## src/logic/rv_pkg.sv

```systemverilog
package rv_pkg;

    // ======================================================================
    // Widths and sizes
    // ======================================================================
    localparam int XLEN        = 32;
    localparam int REG_ADDR_W  = 5;
    localparam int DMEM_WORDS  = 64;
    localparam int DMEM_ADDR_W = $clog2(DMEM_WORDS);

    typedef logic [XLEN-1:0]       word_t;
    typedef logic [REG_ADDR_W-1:0] reg_addr_t;

    // ======================================================================
    // Major opcodes of the supported subset
    // ======================================================================
    typedef enum logic [6:0] {
        OP_REG    = 7'b0110011,
        OP_IMM    = 7'b0010011,
        OP_LOAD   = 7'b0000011,
        OP_STORE  = 7'b0100011,
        OP_BRANCH = 7'b1100011
    } opcode_e;

    // ALU operations
    typedef enum logic [3:0] {
        ALU_ADD = 4'd0,
        ALU_SUB = 4'd1,
        ALU_AND = 4'd2,
        ALU_OR  = 4'd3,
        ALU_XOR = 4'd4,
        ALU_SLT = 4'd5,
        ALU_SLL = 4'd6,
        ALU_SRL = 4'd7
    } alu_op_e;

    // ADDI x0, x0, 0 used for pipeline bubbles
    localparam word_t NOP_INSTR = 32'h0000_0013;

endpackage
```

## src/logic/fetch_stage.sv

```systemverilog
`timescale 1ns/1ns

module fetch_stage (
    input  logic          clk,
    input  logic          reset,
    input  logic          stall,
    input  logic          redirect,
    input  rv_pkg::word_t redirect_pc,
    output rv_pkg::word_t instr_addr,
    input  rv_pkg::word_t instr_data,
    output rv_pkg::word_t id_pc,
    output rv_pkg::word_t id_instr
);

    rv_pkg::word_t pc;

    // Instruction memory sits outside and answers this address
    assign instr_addr = pc;

    // ======================================================================
    // PC and fetch/decode register
    // ======================================================================
    always_ff @(posedge clk) begin
        if (reset) begin
            pc       <= '0;
            id_pc    <= '0;
            id_instr <= rv_pkg::NOP_INSTR;
        end else if (redirect) begin
            // Taken branch in MEM, drop the word being fetched
            pc       <= redirect_pc;
            id_instr <= rv_pkg::NOP_INSTR;
        end else if (!stall) begin
            pc       <= pc + 32'd4;
            id_pc    <= pc;
            id_instr <= instr_data;
        end
    end

endmodule

```

## config.mk

```make
export PLATFORM = sky130hd
export DESIGN_NAME = fetch_stage
export DESIGN_NICKNAME = d
export VERILOG_FILES = /design/src/logic/rv_pkg.sv /design/src/logic/fetch_stage.sv
export SDC_FILE = /design/constraint.sdc
export NUM_CORES = 1
export LEC_CHECK = 0
export BUFFER_PORTS_ARGS = -buffer_cell sky130_fd_sc_hd__buf_2
export CAP_MARGIN = 20
export CELL_PAD_IN_SITES_DETAIL_PLACEMENT = 0
export CELL_PAD_IN_SITES_GLOBAL_PLACEMENT = 1
export CORE_MARGIN = 1.5
export CORE_UTILIZATION = 34
export DETAILED_ROUTE_END_ITERATION = 7
export HOLD_SLACK_MARGIN = 0.1
export PLACE_DENSITY_LB_ADDON = 0.1
export SYNTH_ARGS = -nofsm -noshare
export SYNTH_HDL_FRONTEND = slang
export SYNTH_SLANG_ARGS = --single-unit
```

## constraint.sdc

```tcl
create_clock -name clk -period 2.3 [get_ports clk]
set_input_delay 0 -clock clk [delete_from_list [all_inputs] [get_ports clk]]
set_output_delay 0 -clock clk [all_outputs]
set_load 0.03 [all_outputs]
```

Word level (Yosys, flattened, before mapping)
Cells that the tools add are included.

Bits of input ports: 68. Output and inout bits: 96. Register bits after elaboration: 96.

Bitwise gates (word level): 2. Reduce and logical (&&, ||, !) cells: 2. Equality and inequality tests: 1. Mux-type cells: 2. $add $sub $neg: 1.

Operator list (number): 2-to-1 mux 32 bit (2); adder 32 x 3 -> 32 bit (second input constant) (1); inequality test 2 x 1 -> 1 bit (second input constant) (1); inverter 1 bit (2); AND reduction 2 bit (1); OR reduction 2 bit (1).

Logic depth before layout (Yosys ltp)
Gate-level depths: netlist of run 1.

Depth after elaboration: 3. Gate-level depth with buffers: 6. Depth with buffers taken out: 6.

Worst setup path before layout of run 1
No wires, ideal clock.

Path type: reg-to-reg. Start point: reg pc[2], in the netlist instr_addr[2]. End point: reg pc[12], in the netlist instr_addr[12]. Path slack: 302 ps. Data arrival time: 1924 ps. Library setup time: 74 ps. Path buffers: 0. Cell stages (with the launch flop): 6. Cell sequence: dfxtp_1 -> ha_1 -> clkinv_1 -> or4_4 -> or3_1 -> a31oi_1.

Cells in the longest elaborated chain, start to end: 3.

Ends and longest elaborated chain: start: declaration (RTL line fetch_stage.sv:15) `rv_pkg::word_t pc;`; start signal: assignment (RTL line fetch_stage.sv:30) `pc <= redirect_pc;`; start signal: assignment (RTL line fetch_stage.sv:33) `pc <= pc + 32'd4;`; adder 32 x 3 -> 32 bit (RTL line fetch_stage.sv:33); 2-to-1 mux 32 bit (RTL line fetch_stage.sv:32) `end else if (!stall) begin`; 2-to-1 mux 32 bit (RTL line fetch_stage.sv:28) `end else if (redirect) begin`.

Every way passes these cells. The select of a mux whose other input is x is not followed. A chain may end at the register's enable or synchronous reset.

Worst setup path in the final report of run 1
Start point: reg pc[2], in the netlist instr_addr[2]. End point: reg pc[22], in the netlist instr_addr[22].

The elaborated chain is that of the path after synthesis.

==> summary.md, run 1 <==
| Metric | Value |
|---|---|
| Crit start category | `flop` |
| Ys flop type | `dfxtp_1` |
| Max stage delay on crit path | `540 ps` |
| Initial antenna violation count | `0` |
| Drt pass-1 iters | `4` |
| Commonest non-fill, non-tap cell in the layout | `buf_2` |
| Synthesized area | `0.004030 mm²` |
| Clock Tree Buf Depth | `2` |
| Port bufs | `163` |
| Wire per inst | `14.57 µm` |
| Worst Skew | `5.095 ps` |
| EDFF count, synth | `0` |
| Fin util | `53.38%` |
| Tightest Pin Transition | `613.2 ps` |
| Initial Util | `35.14%` |
| Vias/cell | `4.742` |
| Reg-to-reg slack, setup | `270 ps` |
| Crit Path Category | `reg2reg` |
| Htree depth | `3` |
| First-pass GRT wire length | `20,010 µm` |
| Max Cap Viol | `0` |
| R2R cell count | `6` |
| WP depth | `6` |
| Sequential-to-total area share from yosys stat | `47.69%` |
| CP cell instances | `ha_1 -> clkinv_1 -> nor4_4 -> nand2_1 -> o311ai_1 -> a31oi_1` |
| CP Data Required Time | `2510 ps` |
| Die X | `111.9 µm` |
| Bufs and invs on worst path | `1` |
| Average size of a mapped cell | `8.630 µm²` |
| Via count | `4,021` |
| Most frequent cells in the layout | `buf_2 (163), nand2_1 (99), dfxtp_1 (96)` |
| Synth cell types | `45` |
| RSZ-0062 raised after global routing | `false` |
| Syn Nets | `536` |
| Leakage | `2.733 nW` |
| Diode count | `0` |
| Total GRT Usage | `19.88%` |
| Synthesized netlist cell count | `467` |
| IR drop worst, VDD | `0.3601 mV` |
| Minimum clock period after layout | `2027 ps` |
| Synth-to-layout area growth | `51.88%` |
| Worst path slowest cell | `nor4_4` |
| Die Height | `111.9 µm` |
| Critical Path AT | `2240 ps` |
| I/O pin total | `164` |
| Die area | `0.01251 mm²` |
| Largest net degree at the start of global routing | `49` |
| Num CTS Buffers | `9` |
| Drt total wl | `12,360 µm` |
| CTS tree | `yes` |
| Synth Register Bits | `96` |
| Cell area after layout | `0.006121 mm²` |
| CTS Hold Bufs | `75` |
| Initial DRC Count | `211` |
| Slew HR | `59.07%` |
| Async set or reset register ratio after synthesis | `0%` |
| Clk slew on worst S/H paths | `70 ps` |
| Crit share post-route | `88.12%` |
| Dpl cell area | `0.005001 mm²` |
| Final hold vios | `0` |
| Antenna Nets Post-Route | `0` |
| Fillcell total | `1,080` |
| Clock root cell | `clkbuf_16` |
| Place WS | `295.3 ps` |
| Crit-path leading delay family | `simple AND/OR/NAND/NOR gates` |
| Cell row count | `39` |
| Endpoint class of the critical path | `flop` |
| Slew Limit Fails | `0` |
| Final setup violation count | `0` |
| Clock Latency Late Sink | `350 ps` |
| Post-CTS setup buffers | `0` |
| Final TNS setup | `0 ps` |
| Share of layout cells above drive strength 1 | `29.22%` |
| Post-detail-place hpwl | `8289 µm` |
| Setup ws final | `273.3 ps` |
| Post-CTS sizing | `0` |
| Clock sink count | `96` |
| Fmax achieved | `493.4 MHz` |
| Power per standard cell area | `695.6 mW/mm²` |
| Vias in the first global route | `4,124` |
| CP max FO | `7` |
| GRT Residual Overflow | `0` |
| Nets | `769` |
| Hold Crit Class | `in2reg` |
| Core ar. | `0.01147 mm²` |
| DRC errors left | `0` |
| Status | `finished, final reports clean` |
| Final GP Congestion | `0.7387` |
| Synth Warn # | `0` |
| Hold Path Stages | `4` |
==> final timing paths <==
path	startpoint	endpoint
max	instr_addr[2]	instr_addr[22]
min	stall	instr_addr[2]
max reg2reg	instr_addr[2]	instr_addr[22]
min reg2reg	id_pc[0]	id_pc[0]
==> cell type report <==
cell class / instances / area, µm² / area share, %
multi-input cells: 333 / 1953 / 31.91
flip-flops and latches: 96 / 1922 / 31.40
repair buffers: 251 / 1664 / 27.19
clock buffers: 10 / 239.0 / 3.904
well taps: 143 / 178.9 / 2.923
clock inverters: 6 / 130.1 / 2.126
inverters: 9 / 33.78 / 0.5519
==> tightest hold or removal path, cell delays in order <==
cell	delay, ps
buf_2	200
xnor2_1	100
nand2_1	60
a21oi_1	50
==> synth_stat cells, drive strengths merged, types with 2 or more instances <==
cell type	count	share of area, %
a21oi	45	5.6
or4	3	0.75
a211oi	8	1.5
o311ai	2	0.43
nand2b	2	0.31
inv	8	0.75
nor4	7	2.1
or2	2	0.31
mux2i	37	9.2
clkbuf	24	2.2
nor3	6	0.75
nand3	11	1.4
o21ai	2	0.25
dfxtp	96	48
nor2	49	4.6
nand4	7	1.4
and4	3	0.65
buf	5	0.84
a31oi	7	1.1
o211ai	7	1.3
xnor2	19	4.1
nand4b	3	0.65
nand2	99	9.2
or3	3	0.47
and2	2	0.31
==> metrics by stage <==
step	cells	power [mW]	hold slack [ps]
final	848	4.258	108.7
after floorplan	467	2.150	120.7
after global routing	848	4.407	157.3
after CTS	848	4.301	101.0
after global placement	757	2.338	214.5
after detailed placement	757	2.344	217.4
==> sequential cells by signal, summed over array words and instances, names as in the netlist <==
| name | flops |
|---|---|
| id_pc | 32 |
| instr_addr | 32 |
| id_instr | 32 |
==> power breakdown <==
part	switching, mW	internal [mW]
Combinational	0.344	0.265
Clock	0.653	1.20
Sequential	0.0666	1.73
==> kinds of logic (layout without fill, tap and decap cells) <==
family / count (synthesis) / count (layout) / share of synthesized area, %
AO/OA/AOI/OAI: 73 / 73 / 10.53
XOR/XNOR: 20 / 20 / 4.347
adder cells (fa/ha/maj): 1 / 1 / 0.3104
buffers and inverters: 38 / 276 / 3.912
flip-flops: 96 / 96 / 47.69
multiplexers: 37 / 37 / 9.190
AND/OR/NAND/NOR: 202 / 202 / 24.03
==> metal layers <==
layer	part of all wire, %	wire length [µm]	global-route usage [%]	vias to the layer above
met1	44	5450	23.82	1838
met5	0	0	0	-
met2	48	5933	33.94	107
met4	1.6	199	7.595	0
met3	6.3	773	5.389	16
li1	-	-	-	2060
No activity file was read; power rests on OpenSTA's default activity.
==> run 2: changes to the inputs <==
Settings changed: ABC_AREA set to 1, CORE_ASPECT_RATIO set to 2, RECOVER_POWER set to 100.
==> run 2 against run 1 <==
Compared with the run above:
- register-to-register slack better by 160 ps
- clock power down 18%
- via count up 24%
==> summary.md, run 2 <==
| Metric | Value |
|---|---|
| Average size of a mapped cell | `6.833 µm² (was 8.630 µm²)` |
| Worst Skew | `6.373 ps (was 5.095 ps)` |
| EDFF count, synth | `0 (unchanged)` |
| Synth cell types | `33 (was 45)` |
| Sequential-to-total area share from yosys stat | `43.40% (was 47.69%)` |
| Int Pwr | `2.798 mW (was 3.194 mW)` |
| I/O pin total | `164 (unchanged)` |
| Num CTS Buffers | `9 (unchanged)` |
| Area share of the largest cell type after synthesis | `43.40% (was 47.69%)` |
| Cell area after layout | `0.006173 mm² (was 0.006121 mm²)` |
| Clock Latency Late Sink | `350 ps (about the same)` |
| Top cells by count, synth | `nand2_1 (178), dfxtp_1 (96), nor2_1 (75), inv_1 (71), nand3_1 (57) (was nand2_1 (99), dfxtp_1 (96), nor2_1 (48), a21oi_1 (45), mux2i_1 (37))` |
| Post-synth top area cell | `dfxtp_1 (unchanged)` |
| Hold Crit Class | `in2reg (unchanged)` |
| Initial antenna violation count | `0 (unchanged)` |
| Clock Tree Buf Depth | `2 (unchanged)` |
| Wire per inst | `15.81 µm (was 14.57 µm)` |
| Dpl cell area | `0.005390 mm² (was 0.005001 mm²)` |
| Drt total wl | `16,180 µm (was 12,360 µm)` |
| CTS tree | `yes (unchanged)` |
| Largest net degree at the start of global routing | `53 (was 49)` |
| Final setup violation count | `0 (unchanged)` |
| GRT Residual Overflow | `0 (unchanged)` |
| Sw frac | `30.22% (was 24.98%)` |
| IR drop worst, VDD | `0.5640 mV (was 0.3601 mV)` |
| Die area | `0.01376 mm² (was 0.01251 mm²)` |
| Tightest Pin Transition | `1120 ps (was 613.2 ps)` |
| Cell row count | `58 (was 39)` |
| Synth-to-layout area growth | `39.42% (was 51.88%)` |
| Sw Pwr | `1.212 mW (was 1.064 mW)` |
| Syn Nets | `717 (was 536)` |
| Most frequent cells in the layout | `nand2_1 (179), clkbuf_1 (98), dfxtp_1 (96) (was buf_2 (163), nand2_1 (99), dfxtp_1 (96))` |
| Sequential share of power | `45.4% (was 42.2%)` |
| Vias in the first global route | `4,959 (was 4,124)` |
| Final hold vios | `0 (unchanged)` |
| Endpoint class of the critical path | `flop (unchanged)` |
| Minimum clock period after layout | `1866 ps (was 2027 ps)` |
| Initial DRC Count | `184 (was 211)` |
| Crit Path Category | `reg2reg (unchanged)` |
| Power per standard cell area | `649.5 mW/mm² (was 695.6 mW/mm²)` |
| Ys flop type | `dfxtp_1 (unchanged)` |
| CP Data Required Time | `2550 ps (was 2510 ps)` |
| Nets | `937 (was 769)` |
| Fin util | `48.89% (was 53.38%)` |
| DRC errors left | `0 (unchanged)` |
| Crit share post-route | `81.14% (was 88.12%)` |
| Core ar. | `0.01263 mm² (was 0.01147 mm²)` |
| Crit start category | `flop (unchanged)` |
| Antenna Nets Post-Route | `0 (unchanged)` |
| Post-detail-place hpwl | `12,140 µm (was 8289 µm)` |
| Clock root cell | `clkbuf_16 (unchanged)` |
| Clk slew on worst S/H paths | `70 ps (about the same)` |
| RSZ-0062 raised after global routing | `false (unchanged)` |
| Synthesized area | `0.004428 mm² (was 0.004030 mm²)` |
| Die Height | `164.4 µm (was 111.9 µm)` |
| Largest cells by area after synthesis | `dfxtp_1 (43%), nand2_1 (15%), nand3_1 (6.4%) (was dfxtp_1 (48%), nand2_1 (9.2%), mux2i_1 (9.2%))` |
| Critical Path AT | `2120 ps (was 2240 ps)` |
| Combinational power share | `17.0% (was 14.3%)` |
| Via count | `4,987 (was 4,021)` |
| Slew HR | `25.27% (was 59.07%)` |
| Die X | `83.70 µm (was 111.9 µm)` |
| Drt pass-1 iters | `4 (unchanged)` |
| Synthesized netlist cell count | `648 (was 467)` |
| Vias/cell | `4.875 (was 4.742)` |
| Port bufs | `163 (unchanged)` |
| Synth Warn # | `0 (unchanged)` |
| Fmax achieved | `535.9 MHz (was 493.4 MHz)` |
| Post-CTS sizing | `0 (unchanged)` |
| Final GP Congestion | `0.8902 (was 0.7387)` |
| Status | `finished, final reports clean (unchanged)` |
| Most frequent cell after synthesis | `nand2_1 (unchanged)` |
| Share of layout cells above drive strength 1 | `12.03% (was 29.22%)` |
| Htree depth | `3 (unchanged)` |
| Max Cap Viol | `0 (unchanged)` |
| Commonest non-fill, non-tap cell in the layout | `nand2_1 (was buf_2)` |
| CP max FO | `7 (unchanged)` |
| Async set or reset register ratio after synthesis | `0% (unchanged)` |
| Total GRT Usage | `23.54% (was 19.88%)` |
| Initial Util | `35.07% (was 35.14%)` |
| Diode count | `0 (unchanged)` |
| Clock sink count | `96 (unchanged)` |
| Clock power share | `37.6% (was 43.5%)` |
| Slew Limit Fails | `0 (unchanged)` |
| Leakage | `2.720 nW (was 2.733 nW)` |
| First-pass GRT wire length | `25,120 µm (was 20,010 µm)` |
| Synth Register Bits | `96 (unchanged)` |
| Final TNS setup | `0 ps (unchanged)` |
run 2: kinds of logic (layout without fill, tap and decap cells):
family                   after synthesis  count (layout)  synth area share, %
AND/OR/NAND/NOR                      351             351                34.36
adder cells (fa/ha/maj)                1               1               0.2825
flip-flops                            96              96                43.40
buffers and inverters                105             330                9.834
AO/OA/AOI/OAI                         94              94                11.92
XOR/XNOR                               1               1               0.1978
run 2: final timing paths:
kind,from,to,slack (ps),cells past startpoint
setup / recovery,instr_addr[2],instr_addr[22],430,10
setup reg to reg,instr_addr[2],instr_addr[22],430,10
hold reg to reg,id_pc[14],id_pc[14],470,2
hold / removal,redirect_pc[21],instr_addr[21],100,7
run 2: critical path, cell delays in order (launching register included):
cell and delay [ps]:
dfxtp_1 400, ha_1 200, nand2_1 90, nor2_4 170, nand2_1 90, nor2_1 370, nand3_1 160, nand3_1 100
nand3_1 90, nand2_1 60, inv_1 40
run 2: layout make-up:
cell class	instances	area (µm²)
fillers	1390	6454
clock inverters	5	45.04
well taps	150	187.7
repair buffers	239	1429
inverters	75	284.0
flip-flops and latches	96	1922
multi-input cells	447	2053
clock buffers	11	252.7
run 2: layer usage:
layer / GRT usage [%] / vias to the layer above / routed length, µm
li1: - / 2515 / -
met1: 22.55 / 2296 / 5685
met2: 47.47 / 146 / 9202
met3: 3.548 / 30 / 604
met4: 11.70 / 0 / 683
met5: 0 / - / 0
run 2: through the flow:
stage	worst slack [ps]	power [mW]	hold slack, ps	std cells
6_report	433.8	4.010	99.83	1023
5_1_grt	199.6	4.170	144.9	1023
4_1_cts	570.1	4.079	103.1	1023
3_5_place_dp	572.8	2.487	218.3	944
3_3_place_gp	561.7	2.480	202.9	944
2_1_floorplan	610.2	2.236	78.47	648
run 2: repair_timing:
action,CTS,global route
hold buffers,63,0
buffers inserted,0,0
setup endpoints to repair,0,0
endpoints found under the hold margin,62,0
run 2: power by group through the flow:
stage               logic (mW)  registers [mW]  clock network, mW
CTS                      0.712            1.82               1.55
finish                   0.681            1.82               1.51
global route             0.744            1.83               1.59
global placement         0.626            1.85                  0
detailed placement       0.629            1.86                  0
floorplan                0.235            2.00                  0
