===== config.mk =====
export PLATFORM = sky130hd
export DESIGN_NAME = decode_stage_flat
export DESIGN_NICKNAME = d
export VERILOG_FILES = /design/src/logic/rv_pkg.sv /design/src/logic/rv_pipe_if.sv /design/src/logic/decode_stage.sv /design/src/flat_wrapper.sv
export SDC_FILE = /design/constraint.sdc
export NUM_CORES = 2
export LEC_CHECK = 0
export BUFFER_PORTS_ARGS = -buffer_cell sky130_fd_sc_hd__buf_2
export CORE_MARGIN = 1.5
export CORE_UTILIZATION = 35
export DETAILED_ROUTE_END_ITERATION = 12
export PLACE_DENSITY = 0.62
export SLEW_MARGIN = 25
export SYNTH_ARGS = -nofsm -noshare
export SYNTH_HDL_FRONTEND = slang
export SYNTH_SLANG_ARGS = --single-unit

===== constraint.sdc =====
create_clock -name clk -period 2.21 [get_ports clk]
set_clock_uncertainty 0.1 [all_clocks]
set_input_delay 0.442 -clock clk [delete_from_list [all_inputs] [get_ports clk]]
set_output_delay 0.442 -clock clk [all_outputs]
set_load 0.05 [all_outputs]

===== src/logic/rv_pkg.sv =====
package rv_pkg;

    // ======================================================================
    // Widths and sizes
    // ======================================================================
    localparam int XLEN        = 32;
    localparam int REG_ADDR_W  = 5;
    localparam int DMEM_WORDS  = 64;
    localparam int DMEM_ADDR_W = $clog2(DMEM_WORDS);

    typedef logic [XLEN-1:0]       word_t;
    typedef logic [REG_ADDR_W-1:0] reg_addr_t;

    // ======================================================================
    // Major opcodes of the supported subset
    // ======================================================================
    typedef enum logic [6:0] {
        OP_REG    = 7'b0110011,
        OP_IMM    = 7'b0010011,
        OP_LOAD   = 7'b0000011,
        OP_STORE  = 7'b0100011,
        OP_BRANCH = 7'b1100011
    } opcode_e;

    // ALU operations
    typedef enum logic [3:0] {
        ALU_ADD = 4'd0,
        ALU_SUB = 4'd1,
        ALU_AND = 4'd2,
        ALU_OR  = 4'd3,
        ALU_XOR = 4'd4,
        ALU_SLT = 4'd5,
        ALU_SLL = 4'd6,
        ALU_SRL = 4'd7
    } alu_op_e;

    // ADDI x0, x0, 0 used for pipeline bubbles
    localparam word_t NOP_INSTR = 32'h0000_0013;

endpackage

===== src/logic/rv_pipe_if.sv =====
`timescale 1ns/1ns

// Decode/execute register contents
interface exec_bundle_if;
    logic              valid;
    rv_pkg::word_t     pc;
    rv_pkg::reg_addr_t rd;
    rv_pkg::reg_addr_t rs1_addr;
    rv_pkg::reg_addr_t rs2_addr;
    rv_pkg::word_t     rs1_val;
    rv_pkg::word_t     rs2_val;
    rv_pkg::word_t     imm;
    rv_pkg::alu_op_e   alu_op;
    logic              use_imm;
    logic              reg_write;
    logic              mem_read;
    logic              mem_write;
    logic              branch_ne;

    modport decode (output valid, pc, rd, rs1_addr, rs2_addr, rs1_val, rs2_val, imm,
                    alu_op, use_imm, reg_write, mem_read, mem_write, branch_ne);
    modport execute (input valid, pc, rd, rs1_addr, rs2_addr, rs1_val, rs2_val, imm,
                     alu_op, use_imm, reg_write, mem_read, mem_write, branch_ne);
endinterface


// Results from MEM and WB, shared by forwarding and the register file
interface result_bus_if;
    rv_pkg::reg_addr_t mem_rd;
    logic              mem_reg_write;
    rv_pkg::word_t     mem_result;
    rv_pkg::reg_addr_t wb_rd;
    logic              wb_reg_write;
    rv_pkg::word_t     wb_data;

    modport source (output mem_rd, mem_reg_write, mem_result, wb_rd, wb_reg_write, wb_data);
    modport forward (input mem_rd, mem_reg_write, mem_result, wb_rd, wb_reg_write, wb_data);
    modport regfile (input wb_rd, wb_reg_write, wb_data);
endinterface


===== src/logic/decode_stage.sv =====
`timescale 1ns/1ns

module decode_stage (
    input  logic          clk,
    input  logic          reset,
    input  rv_pkg::word_t id_pc,
    input  rv_pkg::word_t id_instr,
    input  logic          redirect,
    output logic          stall,
    result_bus_if.regfile result,
    exec_bundle_if.decode ex
);

    rv_pkg::word_t     regs [2**rv_pkg::REG_ADDR_W];
    rv_pkg::opcode_e   opcode;
    rv_pkg::alu_op_e   alu_op;
    rv_pkg::reg_addr_t rd;
    rv_pkg::reg_addr_t rs1_addr;
    rv_pkg::reg_addr_t rs2_addr;
    rv_pkg::word_t     rs1_val;
    rv_pkg::word_t     rs2_val;
    rv_pkg::word_t     imm;
    logic [2:0]        funct3;
    logic              known;
    logic              use_imm;
    logic              reg_write;
    logic              mem_read;
    logic              mem_write;
    logic              valid_next;

    // Register-register and immediate ops share the funct3 map
    function automatic rv_pkg::alu_op_e funct_alu(input logic [2:0] f3, input logic sub);
        case (f3)
            3'b000:  return sub ? rv_pkg::ALU_SUB : rv_pkg::ALU_ADD;
            3'b001:  return rv_pkg::ALU_SLL;
            3'b010:  return rv_pkg::ALU_SLT;
            3'b100:  return rv_pkg::ALU_XOR;
            3'b101:  return rv_pkg::ALU_SRL;
            3'b110:  return rv_pkg::ALU_OR;
            3'b111:  return rv_pkg::ALU_AND;
            default: return rv_pkg::ALU_ADD;
        endcase
    endfunction

    assign opcode   = rv_pkg::opcode_e'(id_instr[6:0]);
    assign rd       = id_instr[11:7];
    assign funct3   = id_instr[14:12];
    assign rs1_addr = id_instr[19:15];
    assign rs2_addr = id_instr[24:20];

    // ======================================================================
    // Control decode and immediates
    // ======================================================================
    always_comb begin
        known     = 1'b1;
        use_imm   = 1'b0;
        reg_write = 1'b0;
        mem_read  = 1'b0;
        mem_write = 1'b0;
        alu_op    = rv_pkg::ALU_ADD;
        imm       = {{20{id_instr[31]}}, id_instr[31:20]};
        case (opcode)
            rv_pkg::OP_REG: begin
                reg_write = 1'b1;
                alu_op    = funct_alu(funct3, id_instr[30]);
            end
            rv_pkg::OP_IMM: begin
                reg_write = 1'b1;
                use_imm   = 1'b1;
                alu_op    = funct_alu(funct3, 1'b0);
            end
            rv_pkg::OP_LOAD: begin
                reg_write = 1'b1;
                mem_read  = 1'b1;
                use_imm   = 1'b1;
            end
            rv_pkg::OP_STORE: begin
                mem_write = 1'b1;
                use_imm   = 1'b1;
                imm       = {{20{id_instr[31]}}, id_instr[31:25], id_instr[11:7]};
            end
            rv_pkg::OP_BRANCH: begin
                alu_op = rv_pkg::ALU_SUB;
                imm    = {{19{id_instr[31]}}, id_instr[31], id_instr[7],
                          id_instr[30:25], id_instr[11:8], 1'b0};
            end
            default: known = 1'b0;
        endcase
    end

    // Unknown opcodes and writes to x0 travel as bubbles
    assign valid_next = known && !(reg_write && rd == '0);

    // ======================================================================
    // Register file, write-through on a same-cycle writeback
    // ======================================================================
    always_ff @(posedge clk) begin
        if (reset) begin
            for (int i = 0; i < 2**rv_pkg::REG_ADDR_W; i++) begin
                regs[i] <= '0;
            end
        end else if (result.wb_reg_write && result.wb_rd != '0) begin
            regs[result.wb_rd] <= result.wb_data;
        end
    end

    assign rs1_val = (rs1_addr == '0) ? '0 :
                     (result.wb_reg_write && result.wb_rd == rs1_addr) ? result.wb_data :
                     regs[rs1_addr];
    assign rs2_val = (rs2_addr == '0) ? '0 :
                     (result.wb_reg_write && result.wb_rd == rs2_addr) ? result.wb_data :
                     regs[rs2_addr];

    // Load in EX feeding this instruction
    assign stall = ex.valid && ex.mem_read && ex.rd != '0 &&
                   (ex.rd == rs1_addr || ex.rd == rs2_addr);

    // Decode/execute register
    always_ff @(posedge clk) begin
        if (reset || redirect || stall) begin
            ex.valid     <= 1'b0;
            ex.reg_write <= 1'b0;
            ex.mem_read  <= 1'b0;
            ex.mem_write <= 1'b0;
        end else begin
            ex.valid     <= valid_next;
            ex.reg_write <= reg_write;
            ex.mem_read  <= mem_read;
            ex.mem_write <= mem_write;
        end
    end

    always_ff @(posedge clk) begin
        ex.pc        <= id_pc;
        ex.rd        <= rd;
        ex.rs1_addr  <= rs1_addr;
        ex.rs2_addr  <= rs2_addr;
        ex.rs1_val   <= rs1_val;
        ex.rs2_val   <= rs2_val;
        ex.imm       <= imm;
        ex.alu_op    <= alu_op;
        ex.use_imm   <= use_imm;
        ex.branch_ne <= funct3[0];
    end

endmodule


===== src/flat_wrapper.sv =====
// flat-port wrapper written by rule: the top's interface ports become plain ports
module decode_stage_flat 
  (clk, reset, id_pc, id_instr, redirect, stall, result_wb_rd, result_wb_reg_write, result_wb_data, ex_valid, ex_pc, ex_rd, ex_rs1_addr, ex_rs2_addr, ex_rs1_val, ex_rs2_val, ex_imm, ex_alu_op, ex_use_imm, ex_reg_write, ex_mem_read, ex_mem_write, ex_branch_ne);
  result_bus_if result_i ();
  exec_bundle_if ex_i ();
  input  logic clk;
  input  logic reset;
  input  rv_pkg::word_t id_pc;
  input  rv_pkg::word_t id_instr;
  input  logic redirect;
  output logic stall;
  input wire logic [$bits(result_i.wb_rd)-1:0] result_wb_rd;
  input wire logic [$bits(result_i.wb_reg_write)-1:0] result_wb_reg_write;
  input wire logic [$bits(result_i.wb_data)-1:0] result_wb_data;
  output wire logic [$bits(ex_i.valid)-1:0] ex_valid;
  output wire logic [$bits(ex_i.pc)-1:0] ex_pc;
  output wire logic [$bits(ex_i.rd)-1:0] ex_rd;
  output wire logic [$bits(ex_i.rs1_addr)-1:0] ex_rs1_addr;
  output wire logic [$bits(ex_i.rs2_addr)-1:0] ex_rs2_addr;
  output wire logic [$bits(ex_i.rs1_val)-1:0] ex_rs1_val;
  output wire logic [$bits(ex_i.rs2_val)-1:0] ex_rs2_val;
  output wire logic [$bits(ex_i.imm)-1:0] ex_imm;
  output wire logic [$bits(ex_i.alu_op)-1:0] ex_alu_op;
  output wire logic [$bits(ex_i.use_imm)-1:0] ex_use_imm;
  output wire logic [$bits(ex_i.reg_write)-1:0] ex_reg_write;
  output wire logic [$bits(ex_i.mem_read)-1:0] ex_mem_read;
  output wire logic [$bits(ex_i.mem_write)-1:0] ex_mem_write;
  output wire logic [$bits(ex_i.branch_ne)-1:0] ex_branch_ne;
  assign result_i.wb_rd = result_wb_rd;
  assign result_i.wb_reg_write = result_wb_reg_write;
  assign result_i.wb_data = result_wb_data;
  assign ex_valid = ex_i.valid;
  assign ex_pc = ex_i.pc;
  assign ex_rd = ex_i.rd;
  assign ex_rs1_addr = ex_i.rs1_addr;
  assign ex_rs2_addr = ex_i.rs2_addr;
  assign ex_rs1_val = ex_i.rs1_val;
  assign ex_rs2_val = ex_i.rs2_val;
  assign ex_imm = ex_i.imm;
  assign ex_alu_op = ex_i.alu_op;
  assign ex_use_imm = ex_i.use_imm;
  assign ex_reg_write = ex_i.reg_write;
  assign ex_mem_read = ex_i.mem_read;
  assign ex_mem_write = ex_i.mem_write;
  assign ex_branch_ne = ex_i.branch_ne;
  decode_stage u_core (.clk(clk), .reset(reset), .id_pc(id_pc), .id_instr(id_instr), .redirect(redirect), .stall(stall), .result(result_i), .ex(ex_i));
endmodule

* Yosys cells after proc, flatten, opt, wreduce, memory -nomap -nowiden
Memory sizes are Yosys's and may differ from the RTL's.
Index checks and enable logic that the tools add are counted.
** Storage, ports and cells
- Memories kept :: 1
- Bits in writable memories :: 1024
- Output and inout bits :: 154
- Flip-flop bits (word level) :: 134
- Word-level logic and storage cells :: 72
- Input bits :: 105
** Cells by class
- Eq/ne operators :: 15
- Reductions and logical operators :: 22
- Mux-type cells :: 20
** Memory list
- u_core.regs :: depth 32, bits a word 32, rd ports 2, clocked after Yosys merged registers in 0, write ports 32, line decode_stage.sv:14 : rv_pkg::word_t regs [2**rv_pkg::REG_ADDR_W];
** Operator list (count)
- 32-bit 2-to-1 mux :: 3
- 32-bit OR reduction :: 1
- 4-bit case mux with 7 select lines :: 1
- 12-bit case mux with 2 select lines :: 1
- 5-bit == test :: 4
- 3-bit case mux with 6 select lines :: 1
- 5-bit logical NOT :: 3
- 7-bit by 6-bit == test with 1-bit output (second input constant) :: 2
- 3-bit == test (second input constant) :: 4
- 1-bit 2-to-1 mux :: 12
- 4-bit case mux with 3 select lines :: 1
- 5-bit nonzero test :: 2
- 1-bit logical AND :: 8
- 7-bit by 2-bit == test with 1-bit output (second input constant) :: 1
- 7-bit by 5-bit == test with 1-bit output (second input constant) :: 1
- 7-bit == test (second input constant) :: 1
- 3-bit OR reduction :: 2
- 5-bit 2-to-1 mux :: 1
- 5-bit OR reduction :: 1
- 3-bit by 1-bit == test with 1-bit output (second input constant) :: 1
- 3-bit by 2-bit == test with 1-bit output (second input constant) :: 1
- 3-bit logical NOT :: 1
- 1-bit logical OR :: 3
- 1-bit logical NOT :: 1

* Longest topological paths before layout
- Depth after elaboration :: 7
- Depth in mapped cells :: 9
- Depth with buffers taken out :: 5

* Least setup slack after synthesis
No wires, ideal clock.
- Path type :: in2out
- From :: input port id_instr[15]
- To :: output port stall
- Stages :: 8
- Buffers on the path :: 4
- Arrival time :: 2.177 ns
- Data required time :: 1.668 ns
- Path slack :: -0.509 ns
- Cell sequence :: buf_4 -> buf_6 -> buf_6 -> buf_6 -> xor2_1 -> nor3_1 -> a22oi_2 -> nor2_1
** On the way
- Cells in the longest elaborated chain, start to end :: 3
** RTL lines
- start: declaration :: line flat_wrapper.sv:9 : input rv_pkg::word_t id_instr;
- 5-bit == test :: line decode_stage.sv:116 : (ex.rd == rs1_addr || ex.rd == rs2_addr);
- 1-bit logical OR :: line decode_stage.sv:116
- 1-bit logical AND :: line decode_stage.sv:115 : assign stall = ex.valid && ex.mem_read && ex.rd != '0 &&
- end: declaration :: line flat_wrapper.sv:11 : output logic stall;
Every way passes these cells.

* Final worst setup path
- From :: register u_core.ex.rd[3]
- To :: output port stall
** On the way
- Cells in the longest elaborated chain, start to end :: 3
- Elaborated cells between the ends (all ways) :: 6
- Classes of those cells :: eq/ne (2); reduce/logical (4)
** RTL lines
- start: declaration :: line rv_pipe_if.sv:20 : modport decode (output valid, pc, rd, rs1_addr, rs2_addr, rs1_val, rs2_val, imm,
- 5-bit == test / 5-bit nonzero test (equally long branches) :: line decode_stage.sv:116, decode_stage.sv:115
- 1-bit logical OR / 1-bit logical AND (equally long branches) :: line decode_stage.sv:116, decode_stage.sv:115
- 1-bit logical AND * :: line decode_stage.sv:115
Mark *: on every way between the ends. The rest lies on a longest branch, timed or not.

==> flow_summary.json <==
{
  "grt_max_degree": 40,
  "grt_pass1_vias": 38700,
  "clockBufferDepth": 3,
  "cts_htree_levels": 4,
  "setup_viol": 1,
  "worstPathArrival_ns": 2.15,
  "synth_cells": 3812,
  "period_share_pct": 122,
  "nets": 4502,
  "path_cells": "or4_4 -> o211ai_1 -> nor2_4 -> buf_8",
  "drt_iter0_drc": 4734,
  "fillers": 14600,
  "io_buffers": 257,
  "rows": 149,
  "avgSynthCellArea_um2": 15.3,
  "area_delta_synth_final_pct": 23.1,
  "tightest_slew_ns": 0.775,
  "rrSetupSlack_ns": 0.08,
  "critPathRequiredTime_ns": 1.67,
  "rsz0062_at_grt": "true",
  "start_util_pct": 35.3,
  "grt_pass1_wl_um": 287000,
  "drcViolationCount": 0,
  "dominantRegCellSynth": "edfxtp_1",
  "grt-ovfl-total": 0,
  "cts_sinks": 1157,
  "final.setup.worst_slack_ns": -0.483,
  "yosysUniqueCellTypes": 54,
  "cts_tree": "built",
  "max_freq_mhz": 371,
  "track_usage_pct": 24.0,
  "ios": 259,
  "syn_area_um2": 58400,
  "critPathKind": "flip-flop to output port",
  "die_x_um": 411,
  "wl_per_cell_um": 30.7,
  "yosysWarnings": 0,
  "vias_per_cell": 5.76,
  "routed_wl_um": 206000,
  "min_path_type": "input pin to flip-flop",
  "pwr_density_cell_nw_per_um2": 780,
  "grt_use_met2_pct": 39.0,
  "via_count": 38600,
  "grt_antenna_before_repair": 9,
  "utilization_pct": 43.5,
  "p_leak_uw": 0.0257,
  "min_period_ns": 2.69,
  "core_um2": 165000,
  "mostFrequentLayoutCells": "edfxtp_1 (1024), and2_1 (994), mux4_2 (501), buf_4 (367), buf_2 (245)",
  "slowest_delay_ns": 0.51,
  "synth_seq_cells": 1157,
  "dp_hpwl_um": 134000,
  "path_clk_slew_ns": 0.06,
  "crit_path_end_kind": "output port",
  "top_usage_layer": "met2",
  "cpMaxStageDelayCell": "or4_4",
  "seq_area_frac_synth_pct": 57.2,
  "die_y_um": 411,
  "use_met1_pct": 31.5,
  "drtPass1Iterations": 6,
  "crit_path_max_fanout": 2,
  "numCtsBuffers": 134,
  "die-area_um2": 169000,
  "drive_above_1_share_pct": 36.6,
  "ant_nets": 0,
  "clock_latency_ns": 0.79,
  "synth-edff-count": 1024,
  "final_hold_viol_count": 0,
  "slew_headroom_pct": 47.8,
  "root_buffer": "clkbuf_16",
  "gp_congestion": 0.890,
  "use_met3_pct": 5.54,
  "cap_violations": 0,
  "startpoint_type": "flip-flop",
  "peakVddDrop_mv": 0.908,
  "violations": "negative setup slack",
  "async_reset_ff_share_pct": 0,
  "p_total_uw": 56000,
  "final_max_slew_viol_count": 0,
  "status": "finished, violations left",
  "layout_commonest_cell": "edfxtp_1"
}
[sequential cells by signal (all words and copies together) (netlist names)]
signal and flops:
u_core.ex.use_imm 1, u_core.ex.rs2_val 32, u_core.ex.alu_op 3, u_core.ex.rs2_addr 5, u_core.ex.mem_read 1, u_core.ex.valid 1, u_core.ex.rs1_val 32, u_core.ex.mem_write 1
u_core.ex.rd 5, u_core.ex.imm 13, u_core.ex.rs1_addr 5, u_core.ex.reg_write 1, u_core.ex.pc 32, u_core.regs 1024, u_core.ex.branch_ne 1
[cells in the mapped netlist (13+ instances only)]
cell type / instances / area share [%]
mux4_2: 501 / 19
edfxtp_1: 1024 / 53
nor3_1: 36 / 0.31
buf_4: 52 / 0.67
buf_6: 15 / 0.29
xor2_1: 19 / 0.29
a2111oi_2: 18 / 0.46
buf_2: 57 / 0.49
o2111a_1: 31 / 0.60
o21a_1: 26 / 0.33
o211ai_1: 33 / 0.42
o22ai_1: 124 / 1.3
or2_2: 33 / 0.35
and2_1: 995 / 11
nor2_1: 84 / 0.54
nand2_1: 44 / 0.28
dfxtp_1: 133 / 4.6
mux2_2: 67 / 1.3
mux2i_1: 71 / 1.2
clkbuf_1: 283 / 1.8
buf_1: 13 / 0.084
o21ai_0: 56 / 0.48
[worst max-delay path, delay by kind of cell (launching register included)]
family          cells  cell delay, ns
buf+inv             1            0.16
simple gates        2            0.58
flops               1            0.34
compound gates      1            0.31
[area by class of cell]
| class | count | area (um^2) | area share, % |
|---|---|---|---|
| tap | 2189 | 2740 | 3.81 |
| timing repair buffer | 841 | 7890 | 11.0 |
| multi-input combinational | 2261 | 23400 | 32.6 |
| clock buffer | 177 | 3670 | 5.11 |
| sequential | 1157 | 33400 | 46.5 |
| antenna | 4 | 10.0 | 0.0139 |
| inverter | 2 | 7.51 | 0.0105 |
| clock inverter | 69 | 668 | 0.930 |
[repair_timing]
item / 4_1_cts / 5_1_grt
setup buffers: 2 / 0
endpoints found under the hold margin: 73 / 0
endpoints found under the setup margin: 24 / 7
hold buffers: 62 / 0
gates resized for setup: 11 / 6
pin swaps: 2 / 1
[power by group]
part,switching (uW),leakage [uW],total [uW],internal (uW)
Sequential,765,0.0109,25900,25100
Combinational,4550,0.0127,7960,3400
Clock,9320,0.00212,22200,12900
[cells by family (layout without fill, tap and decap cells)]
kind of cell           after synthesis  count (layout)  synth area share (%)
AO/OA/AOI/OAI                      331             331                  4.17
XOR/XNOR                            21              21                 0.315
buffers and inverters              426            1089                  3.43
flip-flops                        1157            1157                  57.2
multiplexers                       648             648                  22.2
other                                1              37               0.00643
AND/OR/NAND/NOR                   1228            1228                  12.6
[per-layer routing]
| metal | up-vias | wire length [um] |
|---|---|---|
| met4 | 4 | 7090 |
| li1 | 15800 | - |
| met2 | 2281 | 98100 |
| met5 | - | 27 |
| met3 | 393 | 21000 |
| met1 | 20100 | 79400 |
[final timing paths]
kind	from	endpoint	depth (start not counted)
worst max-delay path	u_core.ex.rd[3]	stall	4
worst min-delay path	id_instr[16]	u_core.ex.rs1_addr[1]	2
worst max register to register	u_core.regs[10][6]	u_core.ex.rs2_val[6]	4
worst min register to register	u_core.ex.mem_read	u_core.ex.reg_write	3
[metrics by stage]
| stage | TNS (ns) | worst slack, ns | instance area [um^2] | cells | hold WS (ns) |
|---|---|---|---|---|---|
| CTS | -0.537 | -0.537 | 71800 | 6696 | 0.0104 |
| finish | -0.483 | -0.483 | 71800 | 6700 | 0.0496 |
| global placement | -124.49 | -0.725 | 66800 | 6386 | 0.444 |
| detailed placement | -128.90 | -0.757 | 66800 | 6386 | 0.446 |
| global route | -0.553 | -0.553 | 71800 | 6698 | 0.0334 |
| floorplan | -0.0625 | -0.0625 | 58500 | 3844 | 0.370 |
Note: power is estimated with default switching activity, not from simulation.
