## src/logic/rv_pkg.sv

```systemverilog
package rv_pkg;

    // ======================================================================
    // Widths and sizes
    // ======================================================================
    localparam int XLEN        = 32;
    localparam int REG_ADDR_W  = 5;
    localparam int DMEM_WORDS  = 64;
    localparam int DMEM_ADDR_W = $clog2(DMEM_WORDS);

    typedef logic [XLEN-1:0]       word_t;
    typedef logic [REG_ADDR_W-1:0] reg_addr_t;

    // ======================================================================
    // Major opcodes of the supported subset
    // ======================================================================
    typedef enum logic [6:0] {
        OP_REG    = 7'b0110011,
        OP_IMM    = 7'b0010011,
        OP_LOAD   = 7'b0000011,
        OP_STORE  = 7'b0100011,
        OP_BRANCH = 7'b1100011
    } opcode_e;

    // ALU operations
    typedef enum logic [3:0] {
        ALU_ADD = 4'd0,
        ALU_SUB = 4'd1,
        ALU_AND = 4'd2,
        ALU_OR  = 4'd3,
        ALU_XOR = 4'd4,
        ALU_SLT = 4'd5,
        ALU_SLL = 4'd6,
        ALU_SRL = 4'd7
    } alu_op_e;

    // ADDI x0, x0, 0 used for pipeline bubbles
    localparam word_t NOP_INSTR = 32'h0000_0013;

endpackage
```

## src/logic/rv_pipe_if.sv

```systemverilog
`timescale 1ns/1ns

// Decode/execute register contents
interface exec_bundle_if;
    logic              valid;
    rv_pkg::word_t     pc;
    rv_pkg::reg_addr_t rd;
    rv_pkg::reg_addr_t rs1_addr;
    rv_pkg::reg_addr_t rs2_addr;
    rv_pkg::word_t     rs1_val;
    rv_pkg::word_t     rs2_val;
    rv_pkg::word_t     imm;
    rv_pkg::alu_op_e   alu_op;
    logic              use_imm;
    logic              reg_write;
    logic              mem_read;
    logic              mem_write;
    logic              branch_ne;

    modport decode (output valid, pc, rd, rs1_addr, rs2_addr, rs1_val, rs2_val, imm,
                    alu_op, use_imm, reg_write, mem_read, mem_write, branch_ne);
    modport execute (input valid, pc, rd, rs1_addr, rs2_addr, rs1_val, rs2_val, imm,
                     alu_op, use_imm, reg_write, mem_read, mem_write, branch_ne);
endinterface

// Execute/memory register contents
interface mem_bundle_if;
    logic              valid;
    rv_pkg::reg_addr_t rd;
    logic              reg_write;
    logic              mem_read;
    logic              mem_write;
    rv_pkg::word_t     result;
    rv_pkg::word_t     store_data;

    modport execute (output valid, rd, reg_write, mem_read, mem_write, result, store_data);
    modport memory (input valid, rd, reg_write, mem_read, mem_write, result, store_data);
endinterface

// Results from MEM and WB, shared by forwarding and the register file
interface result_bus_if;
    rv_pkg::reg_addr_t mem_rd;
    logic              mem_reg_write;
    rv_pkg::word_t     mem_result;
    rv_pkg::reg_addr_t wb_rd;
    logic              wb_reg_write;
    rv_pkg::word_t     wb_data;

    modport source (output mem_rd, mem_reg_write, mem_result, wb_rd, wb_reg_write, wb_data);
    modport forward (input mem_rd, mem_reg_write, mem_result, wb_rd, wb_reg_write, wb_data);
    modport regfile (input wb_rd, wb_reg_write, wb_data);
endinterface

```

## src/logic/execute_stage.sv

```systemverilog
`timescale 1ns/1ns

module execute_stage (
    input  logic          clk,
    input  logic          reset,
    exec_bundle_if.execute ex,
    result_bus_if.forward fwd,
    mem_bundle_if.execute mb,
    output logic          redirect,
    output rv_pkg::word_t redirect_pc
);

    rv_pkg::word_t op_a;
    rv_pkg::word_t rs2_fwd;
    rv_pkg::word_t op_b;
    rv_pkg::word_t alu_result;
    logic          is_branch;
    logic          equal;
    logic          take;

    // Freshest value wins: MEM first, then WB, then the register file
    function automatic rv_pkg::word_t pick_operand(input rv_pkg::reg_addr_t addr,
                                                   input rv_pkg::word_t reg_val);
        if (addr != '0 && fwd.mem_reg_write && fwd.mem_rd == addr) begin
            return fwd.mem_result;
        end
        if (addr != '0 && fwd.wb_reg_write && fwd.wb_rd == addr) begin
            return fwd.wb_data;
        end
        return reg_val;
    endfunction

    assign op_a    = pick_operand(ex.rs1_addr, ex.rs1_val);
    assign rs2_fwd = pick_operand(ex.rs2_addr, ex.rs2_val);
    assign op_b    = ex.use_imm ? ex.imm : rs2_fwd;

    // ======================================================================
    // ALU
    // ======================================================================
    always_comb begin
        case (ex.alu_op)
            rv_pkg::ALU_ADD: alu_result = op_a + op_b;
            rv_pkg::ALU_SUB: alu_result = op_a - op_b;
            rv_pkg::ALU_AND: alu_result = op_a & op_b;
            rv_pkg::ALU_OR:  alu_result = op_a | op_b;
            rv_pkg::ALU_XOR: alu_result = op_a ^ op_b;
            rv_pkg::ALU_SLT: alu_result = {31'b0, $signed(op_a) < $signed(op_b)};
            rv_pkg::ALU_SLL: alu_result = op_a << op_b[4:0];
            rv_pkg::ALU_SRL: alu_result = op_a >> op_b[4:0];
            default:         alu_result = op_a + op_b;
        endcase
    end

    // Branches are the only valid ops with neither a register nor a memory write
    assign is_branch = ex.valid && !ex.reg_write && !ex.mem_write;
    assign equal     = (op_a == rs2_fwd);
    assign take      = is_branch && (ex.branch_ne ? !equal : equal);

    // ======================================================================
    // Execute/memory register and branch redirect
    // ======================================================================
    always_ff @(posedge clk) begin
        if (reset || redirect) begin
            // Redirect squashes whatever sits in EX
            mb.valid     <= 1'b0;
            mb.reg_write <= 1'b0;
            mb.mem_read  <= 1'b0;
            mb.mem_write <= 1'b0;
            redirect     <= 1'b0;
        end else begin
            mb.valid     <= ex.valid;
            mb.reg_write <= ex.valid && ex.reg_write;
            mb.mem_read  <= ex.valid && ex.mem_read;
            mb.mem_write <= ex.valid && ex.mem_write;
            redirect     <= take;
        end
    end

    always_ff @(posedge clk) begin
        mb.rd         <= ex.rd;
        mb.result     <= alu_result;
        mb.store_data <= rs2_fwd;
        redirect_pc   <= ex.pc + ex.imm;
    end

endmodule

```

## src/flat_wrapper.sv

```systemverilog
// flat-port wrapper written by rule: the top's interface ports become plain ports
module execute_stage_flat 
  (clk, reset, redirect, redirect_pc, ex_valid, ex_pc, ex_rd, ex_rs1_addr, ex_rs2_addr, ex_rs1_val, ex_rs2_val, ex_imm, ex_alu_op, ex_use_imm, ex_reg_write, ex_mem_read, ex_mem_write, ex_branch_ne, fwd_mem_rd, fwd_mem_reg_write, fwd_mem_result, fwd_wb_rd, fwd_wb_reg_write, fwd_wb_data, mb_valid, mb_rd, mb_reg_write, mb_mem_read, mb_mem_write, mb_result, mb_store_data);
  exec_bundle_if ex_i ();
  result_bus_if fwd_i ();
  mem_bundle_if mb_i ();
  input  logic clk;
  input  logic reset;
  output logic redirect;
  output rv_pkg::word_t redirect_pc;
  input wire logic [$bits(ex_i.valid)-1:0] ex_valid;
  input wire logic [$bits(ex_i.pc)-1:0] ex_pc;
  input wire logic [$bits(ex_i.rd)-1:0] ex_rd;
  input wire logic [$bits(ex_i.rs1_addr)-1:0] ex_rs1_addr;
  input wire logic [$bits(ex_i.rs2_addr)-1:0] ex_rs2_addr;
  input wire logic [$bits(ex_i.rs1_val)-1:0] ex_rs1_val;
  input wire logic [$bits(ex_i.rs2_val)-1:0] ex_rs2_val;
  input wire logic [$bits(ex_i.imm)-1:0] ex_imm;
  input wire logic [$bits(ex_i.alu_op)-1:0] ex_alu_op;
  input wire logic [$bits(ex_i.use_imm)-1:0] ex_use_imm;
  input wire logic [$bits(ex_i.reg_write)-1:0] ex_reg_write;
  input wire logic [$bits(ex_i.mem_read)-1:0] ex_mem_read;
  input wire logic [$bits(ex_i.mem_write)-1:0] ex_mem_write;
  input wire logic [$bits(ex_i.branch_ne)-1:0] ex_branch_ne;
  input wire logic [$bits(fwd_i.mem_rd)-1:0] fwd_mem_rd;
  input wire logic [$bits(fwd_i.mem_reg_write)-1:0] fwd_mem_reg_write;
  input wire logic [$bits(fwd_i.mem_result)-1:0] fwd_mem_result;
  input wire logic [$bits(fwd_i.wb_rd)-1:0] fwd_wb_rd;
  input wire logic [$bits(fwd_i.wb_reg_write)-1:0] fwd_wb_reg_write;
  input wire logic [$bits(fwd_i.wb_data)-1:0] fwd_wb_data;
  output wire logic [$bits(mb_i.valid)-1:0] mb_valid;
  output wire logic [$bits(mb_i.rd)-1:0] mb_rd;
  output wire logic [$bits(mb_i.reg_write)-1:0] mb_reg_write;
  output wire logic [$bits(mb_i.mem_read)-1:0] mb_mem_read;
  output wire logic [$bits(mb_i.mem_write)-1:0] mb_mem_write;
  output wire logic [$bits(mb_i.result)-1:0] mb_result;
  output wire logic [$bits(mb_i.store_data)-1:0] mb_store_data;
  assign ex_i.valid = ex_valid;
  assign ex_i.pc = ex_pc;
  assign ex_i.rd = ex_rd;
  assign ex_i.rs1_addr = ex_rs1_addr;
  assign ex_i.rs2_addr = ex_rs2_addr;
  assign ex_i.rs1_val = ex_rs1_val;
  assign ex_i.rs2_val = ex_rs2_val;
  assign ex_i.imm = ex_imm;
  assign ex_i.alu_op = ex_alu_op;
  assign ex_i.use_imm = ex_use_imm;
  assign ex_i.reg_write = ex_reg_write;
  assign ex_i.mem_read = ex_mem_read;
  assign ex_i.mem_write = ex_mem_write;
  assign ex_i.branch_ne = ex_branch_ne;
  assign fwd_i.mem_rd = fwd_mem_rd;
  assign fwd_i.mem_reg_write = fwd_mem_reg_write;
  assign fwd_i.mem_result = fwd_mem_result;
  assign fwd_i.wb_rd = fwd_wb_rd;
  assign fwd_i.wb_reg_write = fwd_wb_reg_write;
  assign fwd_i.wb_data = fwd_wb_data;
  assign mb_valid = mb_i.valid;
  assign mb_rd = mb_i.rd;
  assign mb_reg_write = mb_i.reg_write;
  assign mb_mem_read = mb_i.mem_read;
  assign mb_mem_write = mb_i.mem_write;
  assign mb_result = mb_i.result;
  assign mb_store_data = mb_i.store_data;
  execute_stage u_core (.clk(clk), .reset(reset), .ex(ex_i), .fwd(fwd_i), .mb(mb_i), .redirect(redirect), .redirect_pc(redirect_pc));
endmodule
```

## config.mk

```make
export PLATFORM = sky130hd
export DESIGN_NAME = execute_stage_flat
export DESIGN_NICKNAME = d
export VERILOG_FILES = /design/src/logic/rv_pkg.sv /design/src/logic/rv_pipe_if.sv /design/src/logic/execute_stage.sv /design/src/flat_wrapper.sv
export SDC_FILE = /design/constraint.sdc
export NUM_CORES = 1
export LEC_CHECK = 0
export BUFFER_PORTS_ARGS = -buffer_cell sky130_fd_sc_hd__buf_4
export CAP_MARGIN = 20
export CORE_MARGIN = 1
export CORE_UTILIZATION = 55
export CTS_BUF_LIST = sky130_fd_sc_hd__clkbuf_4 sky130_fd_sc_hd__clkbuf_8
export DETAILED_ROUTE_END_ITERATION = 8
export PLACE_DENSITY = 0.81
export SLEW_MARGIN = 20
export SYNTH_ARGS = -nofsm -noshare
export SYNTH_HDL_FRONTEND = slang
export SYNTH_SLANG_ARGS = --single-unit
```

## constraint.sdc

```tcl
create_clock -name clk -period 19.7 [get_ports clk]
set_input_delay 5.91 -clock clk [delete_from_list [all_inputs] [get_ports clk]]
set_output_delay 5.91 -clock clk [all_outputs]
set_load 0.01 [all_outputs]
```

* Word-level counts from Yosys, hierarchy flattened
Index checks and enable logic that the tools add are counted.
Operators by class: multiplexer cells 17, shifts and indexed selects 2, $lt $le $gt $ge 1, bitwise gates (word level) 3, add/sub/neg operators 3, equality and inequality tests 12, $mul 0, reduce and logical (&&, ||, !) cells 20, div/mod/pow operators 0
Operator list (count):
- 2-to-1 mux 32 bit | 9
- case mux 32 bit (7 select lines) | 1
- adder 32 bit | 2
- bitwise AND 32 bit | 1
- == test 32 bit | 1
- less-than comparator 32 bit | 1
- bitwise OR 32 bit | 1
- << shifter 32 x 5 -> 32 bit | 1
- right shift 32 x 5 -> 32 bit | 1
- subtractor 32 bit | 1
- XOR 32 bit | 1
- == test 5 bit | 4
- == test 4 x 3 -> 1 bit (second input constant) | 4
- logical AND 1 bit | 14
- nonzero test 5 bit | 2
- == test 4 x 2 -> 1 bit (second input constant) | 2
- 2-to-1 mux 1 bit | 7
- == test 4 x 1 -> 1 bit (second input constant) | 1
- zero test 1 bit | 3
- logical OR 1 bit | 1
Storage, ports and cells: memory bits (read-only) 0, memories 0, word-level logic and storage cells 67, bits in writable memories 0, register bits after elaboration 106, bits in latches 0, output and inout bits 106

* Longest topological paths before layout
word-level depth 11, depth in mapped cells 22

* Worst setup path after synthesis
No wires, ideal clock.
path type input to register, start input ex_rs2_addr[1], end register u_core.mb.result[28], data required time 19.578 ns, stages on the path 22, setup time 0.122 ns, setup slack 8.780 ns, data arrival time 10.799 ns, buffers on the path 5, cells stage by stage nor4_1 -> o21a_1 -> or3_1 -> a31oi_1 -> mux2i_1 -> clkbuf_1 -> buf_2 -> clkbuf_1 -> buf_2 -> ha_1 -> clkbuf_1 -> inv_1 -> a21o_1 -> a21oi_1 -> o31ai_1 -> o311ai_0 -> a21boi_0 -> o21ai_0 -> nand2_1 -> a221oi_1 -> nor3_1 -> a221o_1
On the way: longest elaborated chain between the ends 10, elaborated cells on any way between the ends 22, those cells by class add/sub (2); eq/ne (2); shift (2); mux (8); bitwise (3); reduce/logical (5)
Ends and longest elaborated chain:
- start: declaration | RTL line flat_wrapper.sv:15 | input wire logic [$bits(ex_i.rs2_addr)-1:0] ex_rs2_addr;
- nonzero test 5 bit | RTL line execute_stage.sv:24, execute_stage.sv:27
- logical AND 1 bit (2 in series) | RTL line execute_stage.sv:27 | if (addr != '0 && fwd.wb_reg_write && fwd.wb_rd == addr) begin
- 2-to-1 mux 1 bit (2 in series) | RTL line execute_stage.sv:27
- 2-to-1 mux 32 bit | RTL line execute_stage.sv:30 | return reg_val;
- 2-to-1 mux 32 bit * | RTL line execute_stage.sv:27
- via u_core.rs2_fwd[2] | RTL line execute_stage.sv:14 | rv_pkg::word_t rs2_fwd;
- 2-to-1 mux 32 bit * | RTL line execute_stage.sv:35 | assign op_b = ex.use_imm ? ex.imm : rs2_fwd;
- adder 32 bit (tied with other cells) | RTL line execute_stage.sv:42, execute_stage.sv:50
- case mux 32 bit (7 select lines) * | RTL line execute_stage.sv:41 | case (ex.alu_op)
- via u_core.alu_result[28] | RTL line execute_stage.sv:16 | rv_pkg::word_t alu_result;
- end signal: assignment | RTL line execute_stage.sv:81 | mb.result <= alu_result;
- end: declaration | RTL line rv_pipe_if.sv:36 | modport execute (output valid, rd, reg_write, mem_read, mem_write, result, store_data);
Mark *: on every way through the listed nets, which the timed path passes. The rest lies on a longest branch. The select of a mux whose other input is x is not followed. A chain may end at the register's enable or synchronous reset.

* Final worst setup path
start input ex_rs2_addr[1], end register u_core.mb.result[28]
On the way: longest elaborated chain between the ends 10, elaborated cells on any way between the ends 22, those cells by class add/sub (2); eq/ne (2); shift (2); mux (8); bitwise (3); reduce/logical (5)
Ends and longest elaborated chain (RTL line):
- nonzero test 5 bit | execute_stage.sv:24, execute_stage.sv:27
- logical AND 1 bit (2 in series) | execute_stage.sv:27
- 2-to-1 mux 1 bit (2 in series) | execute_stage.sv:27
- 2-to-1 mux 32 bit | execute_stage.sv:30
- 2-to-1 mux 32 bit * | execute_stage.sv:27
- 2-to-1 mux 32 bit * | execute_stage.sv:35
- adder 32 bit (tied with other cells) | execute_stage.sv:42, execute_stage.sv:50
- case mux 32 bit (7 select lines) * | execute_stage.sv:41
- via u_core.alu_result[28] | execute_stage.sv:16
Marked as above.

==> run_results.csv <==
group,metric,value,unit
grt,grt_max_degree,66,
placed_design,pre_cts_slack,6.87,ns
floorplan,die_w,163,um
sta,fmax,77.7,MHz
critical_path,worstPathBufferInverterCount,3,
critical_path,cp.arrival,13.21,ns
sta,post-route-period-util,65.4,%
critical_path,critPathKind,"in2reg",
sta,slew_headroom,13.7,%
sta,skew,0.00400,ns
critical_path,crit_path_end_kind,"flop",
floorplan,coreArea,25300,sq um
placed_design,dpl_cell_area,17100,sq um
route,avgViaCountPerCell,7.09,
critical_path,critical_path.startpoint_type,"input port",
placed_design,hpwl,56200,um
critical_path,critPathMostFrequentCell,"buf_4",
yosys,synth_flop_cell,"dfxtp_1",
floorplan,row_count,58,
grt,grt_pass1_wl,105000,um
status,outcome,"finished, violations left",
finish,nets,2691,
yosys,synthesis.nets,2421,
sta,maxSlewViolCount,0,
yosys,synth-async-reset-ratio,0,%
critical_path,worst_path_largest_cell_delay,0.84,ns
sta,rsz0062_at_grt,"no",
clocking,root_buffer,"clkbuf_8",
clocking,post_cts_buffers,0,
yosys,ys_ff_latch,106,
sta,fin_crit,12.88,ns
floorplan,dieArea,26500,sq um
placed_design,routabilityCongestion,1.26,
route,detail-route-antenna-nets,0,
clocking,cts_buffers,9,
floorplan,start_util,56.4,%
finish,mostFrequentLayoutCell,"buf_4",
route,wl_met1,24100,um
clocking,cts_tree,"built",
sta,fin_ws,6.82,ns
route,detailedRoute.firstPassIterationCount,9,
sta,hold_slack,0.511,ns
route,wl_per_cell,27.1,um
clocking,clk_path_buf_depth,2,
clocking,cts_max_level,3,
sta,tightest_slew,1.29,ns
power,p_per_area,61.5,nW/um^2
clocking,clkTransAtPathRegs,0.14,ns
route,drc,3,
route,routed.top_layer,"met5",
floorplan,fp.dieH,163,um
critical_path,required,20.03,ns
power,ir_drop,0.0000482,V
flow_run,cap_violations,0,
yosys,syn_inst,2060,
yosys,synth_area,14200,sq um
route,dr_wl_met2,30000,um
route,routed_wl,72300,um
route,vias,18900,
sta,setup_viol,0,
critical_path,slowest_stage,"o311ai_0",
placed_design,dp.cells,2649,
clocking,cts_resized,0,
power,power_leakage,7.65,nW
placed_design,port_buffers,336,
critical_path,cp_top_family,"compound AO/OA/AOI/OAI gates",
clocking,clock_latency,0.43,ns
grt,overflow,0,
yosys,synth_edf_count,0,
grt,first_global_vias,17200,
clocking,cts_hold_buf,0,
floorplan,io_pins,337,
yosys,ys_types,86,
sta,hold_violations,0,
finish,final_cell_mix,"buf_4 (389), nand2_1 (236), o21ai_0 (189), nand3_1 (144), a21oi_1 (134)",
status,violations,"DRC",
finish,area_growth,22.1,%
min_path,hold_path.class,"reg2reg",
grt,track_usage,52.9,%
yosys,synth_warnings,0,
finish,final-instance-count-excl-fill,2668,
route,dr_wl_met3,10900,um
finish,layout-drive-gt1-share,19.7,%
yosys,synth_seq_area_share,14.9,%
route,drt_iter0_markers,3326,
clocking,cts.sinks,106,
sta,finalSetupTns,0,ns
critical_path,crit_chain,"buf_4 -> nor4_1 -> o21a_1 -> nor3_2 -> buf_4 -> o311a_1 -> nor2_1 -> inv_1 -> ha_1 -> fa_1 -> a21o_1 -> a21oi_1 -> o31ai_1 -> o311ai_0 -> a21boi_0 -> o21ai_0 -> nand2_1 -> a221oi_1 -> nor3_1 -> a221o_1",
yosys,postSynthAreaPerCell,6.91,sq um
critical_path,critPathMaxFanout,57,
grt,antenna_found_initial,3,
finish,final_area,17400,sq um
## layer usage
| layer | GRT usage, % | vias up |
|---|---|---|
| li1 | - | 8165 |
| met1 | 61.6 | 8517 |
| met2 | 79.2 | 1766 |
| met3 | 17.4 | 463 |
| met4 | 42.5 | 2 |
| met5 | 0 | - |
## per-stage QoR
stage,total power [mW],util (%)
after global routing,1.10,68.8
after CTS,1.03,68.7
after floorplan,0.622,-
after global placement,0.860,67.9
after detailed placement,0.868,67.9
final,1.07,68.8
## cell usage after synthesis, drive strengths merged, types with 12 or more instances
library cell / number / share of area [%]
inv: 110 / 2.9
nor4: 21 / 0.92
nand2: 236 / 6.2
ha: 128 / 11
o22ai: 27 / 1.2
o311ai: 16 / 0.98
a221oi: 15 / 0.92
a22oi: 13 / 0.69
a21o: 33 / 1.7
o21ai: 199 / 7.0
a21oi: 134 / 4.7
a211oi: 25 / 1.4
dfxtp: 106 / 15
or2: 15 / 0.66
xor2: 18 / 1.1
nor2: 109 / 2.9
nand3: 145 / 5.1
nor2b: 13 / 0.57
a31oi: 60 / 2.7
o21bai: 21 / 1.1
nand2b: 19 / 0.83
buf: 25 / 0.76
o21a: 20 / 1.1
o211ai: 63 / 3.4
xnor2: 73 / 4.5
nor3: 72 / 2.5
o31ai: 13 / 0.78
mux2i: 48 / 3.4
clkbuf: 105 / 2.8
nand4: 15 / 0.66
o221ai: 12 / 0.74
## registers in the layout (all words and copies together) (netlist names), 5 cells and up
signal and cells:
u_core.mb.result 32, u_core.mb.rd 5, u_core.mb.store_data 32, u_core.redirect_pc 32
## power breakdown
part / internal (mW) / leakage (nW) / total, mW / switching, mW
clock: 0.0530 / 0.107 / 0.166 / 0.113
combinational: 0.239 / 6.65 / 0.639 / 0.400
sequential: 0.251 / 0.893 / 0.264 / 0.0133
total: 0.543 / 7.65 / 1.07 / 0.526
## cell type report
type	instances	area (sq um)
clock buffer	9	124
fill	2148	7880
sequential	106	2120
timing repair buffer	389	2920
tap	330	413
multi-input combinational	1713	11300
clock inverter	7	88.8
antenna	3	7.51
inverter	111	417
## logic make-up (layout without fill, tap and decap cells)
kind of cell,Yosys count,after routing,synth area share (%)
adder cells (fa/ha/maj),130,130,11.5
AND/OR/NAND/NOR,695,695,22.9
multiplexers,60,60,4.40
XOR/XNOR,91,91,5.60
other,0,3,0
buffers and inverters,241,516,6.45
flip-flops,106,106,14.9
AO/OA/AOI/OAI,737,737,34.3
## worst register-to-register path, cell delays in order (launching register included)
cell	delay [ns]
dfxtp_1	0.35
nor3b_1	0.38
nor4b_1	0.27
## worst paths after layout
check        slack, ns                   end       startpoint  depth (start not counted)
max               6.82  u_core.mb.result[28]   ex_rs2_addr[1]                         20
min               0.51       u_core.mb.valid  u_core.redirect                          1
max reg2reg      18.61       u_core.redirect  u_core.redirect                          2
min reg2reg       0.51       u_core.mb.valid  u_core.redirect                          1
Note: power is estimated with default switching activity, not from simulation.
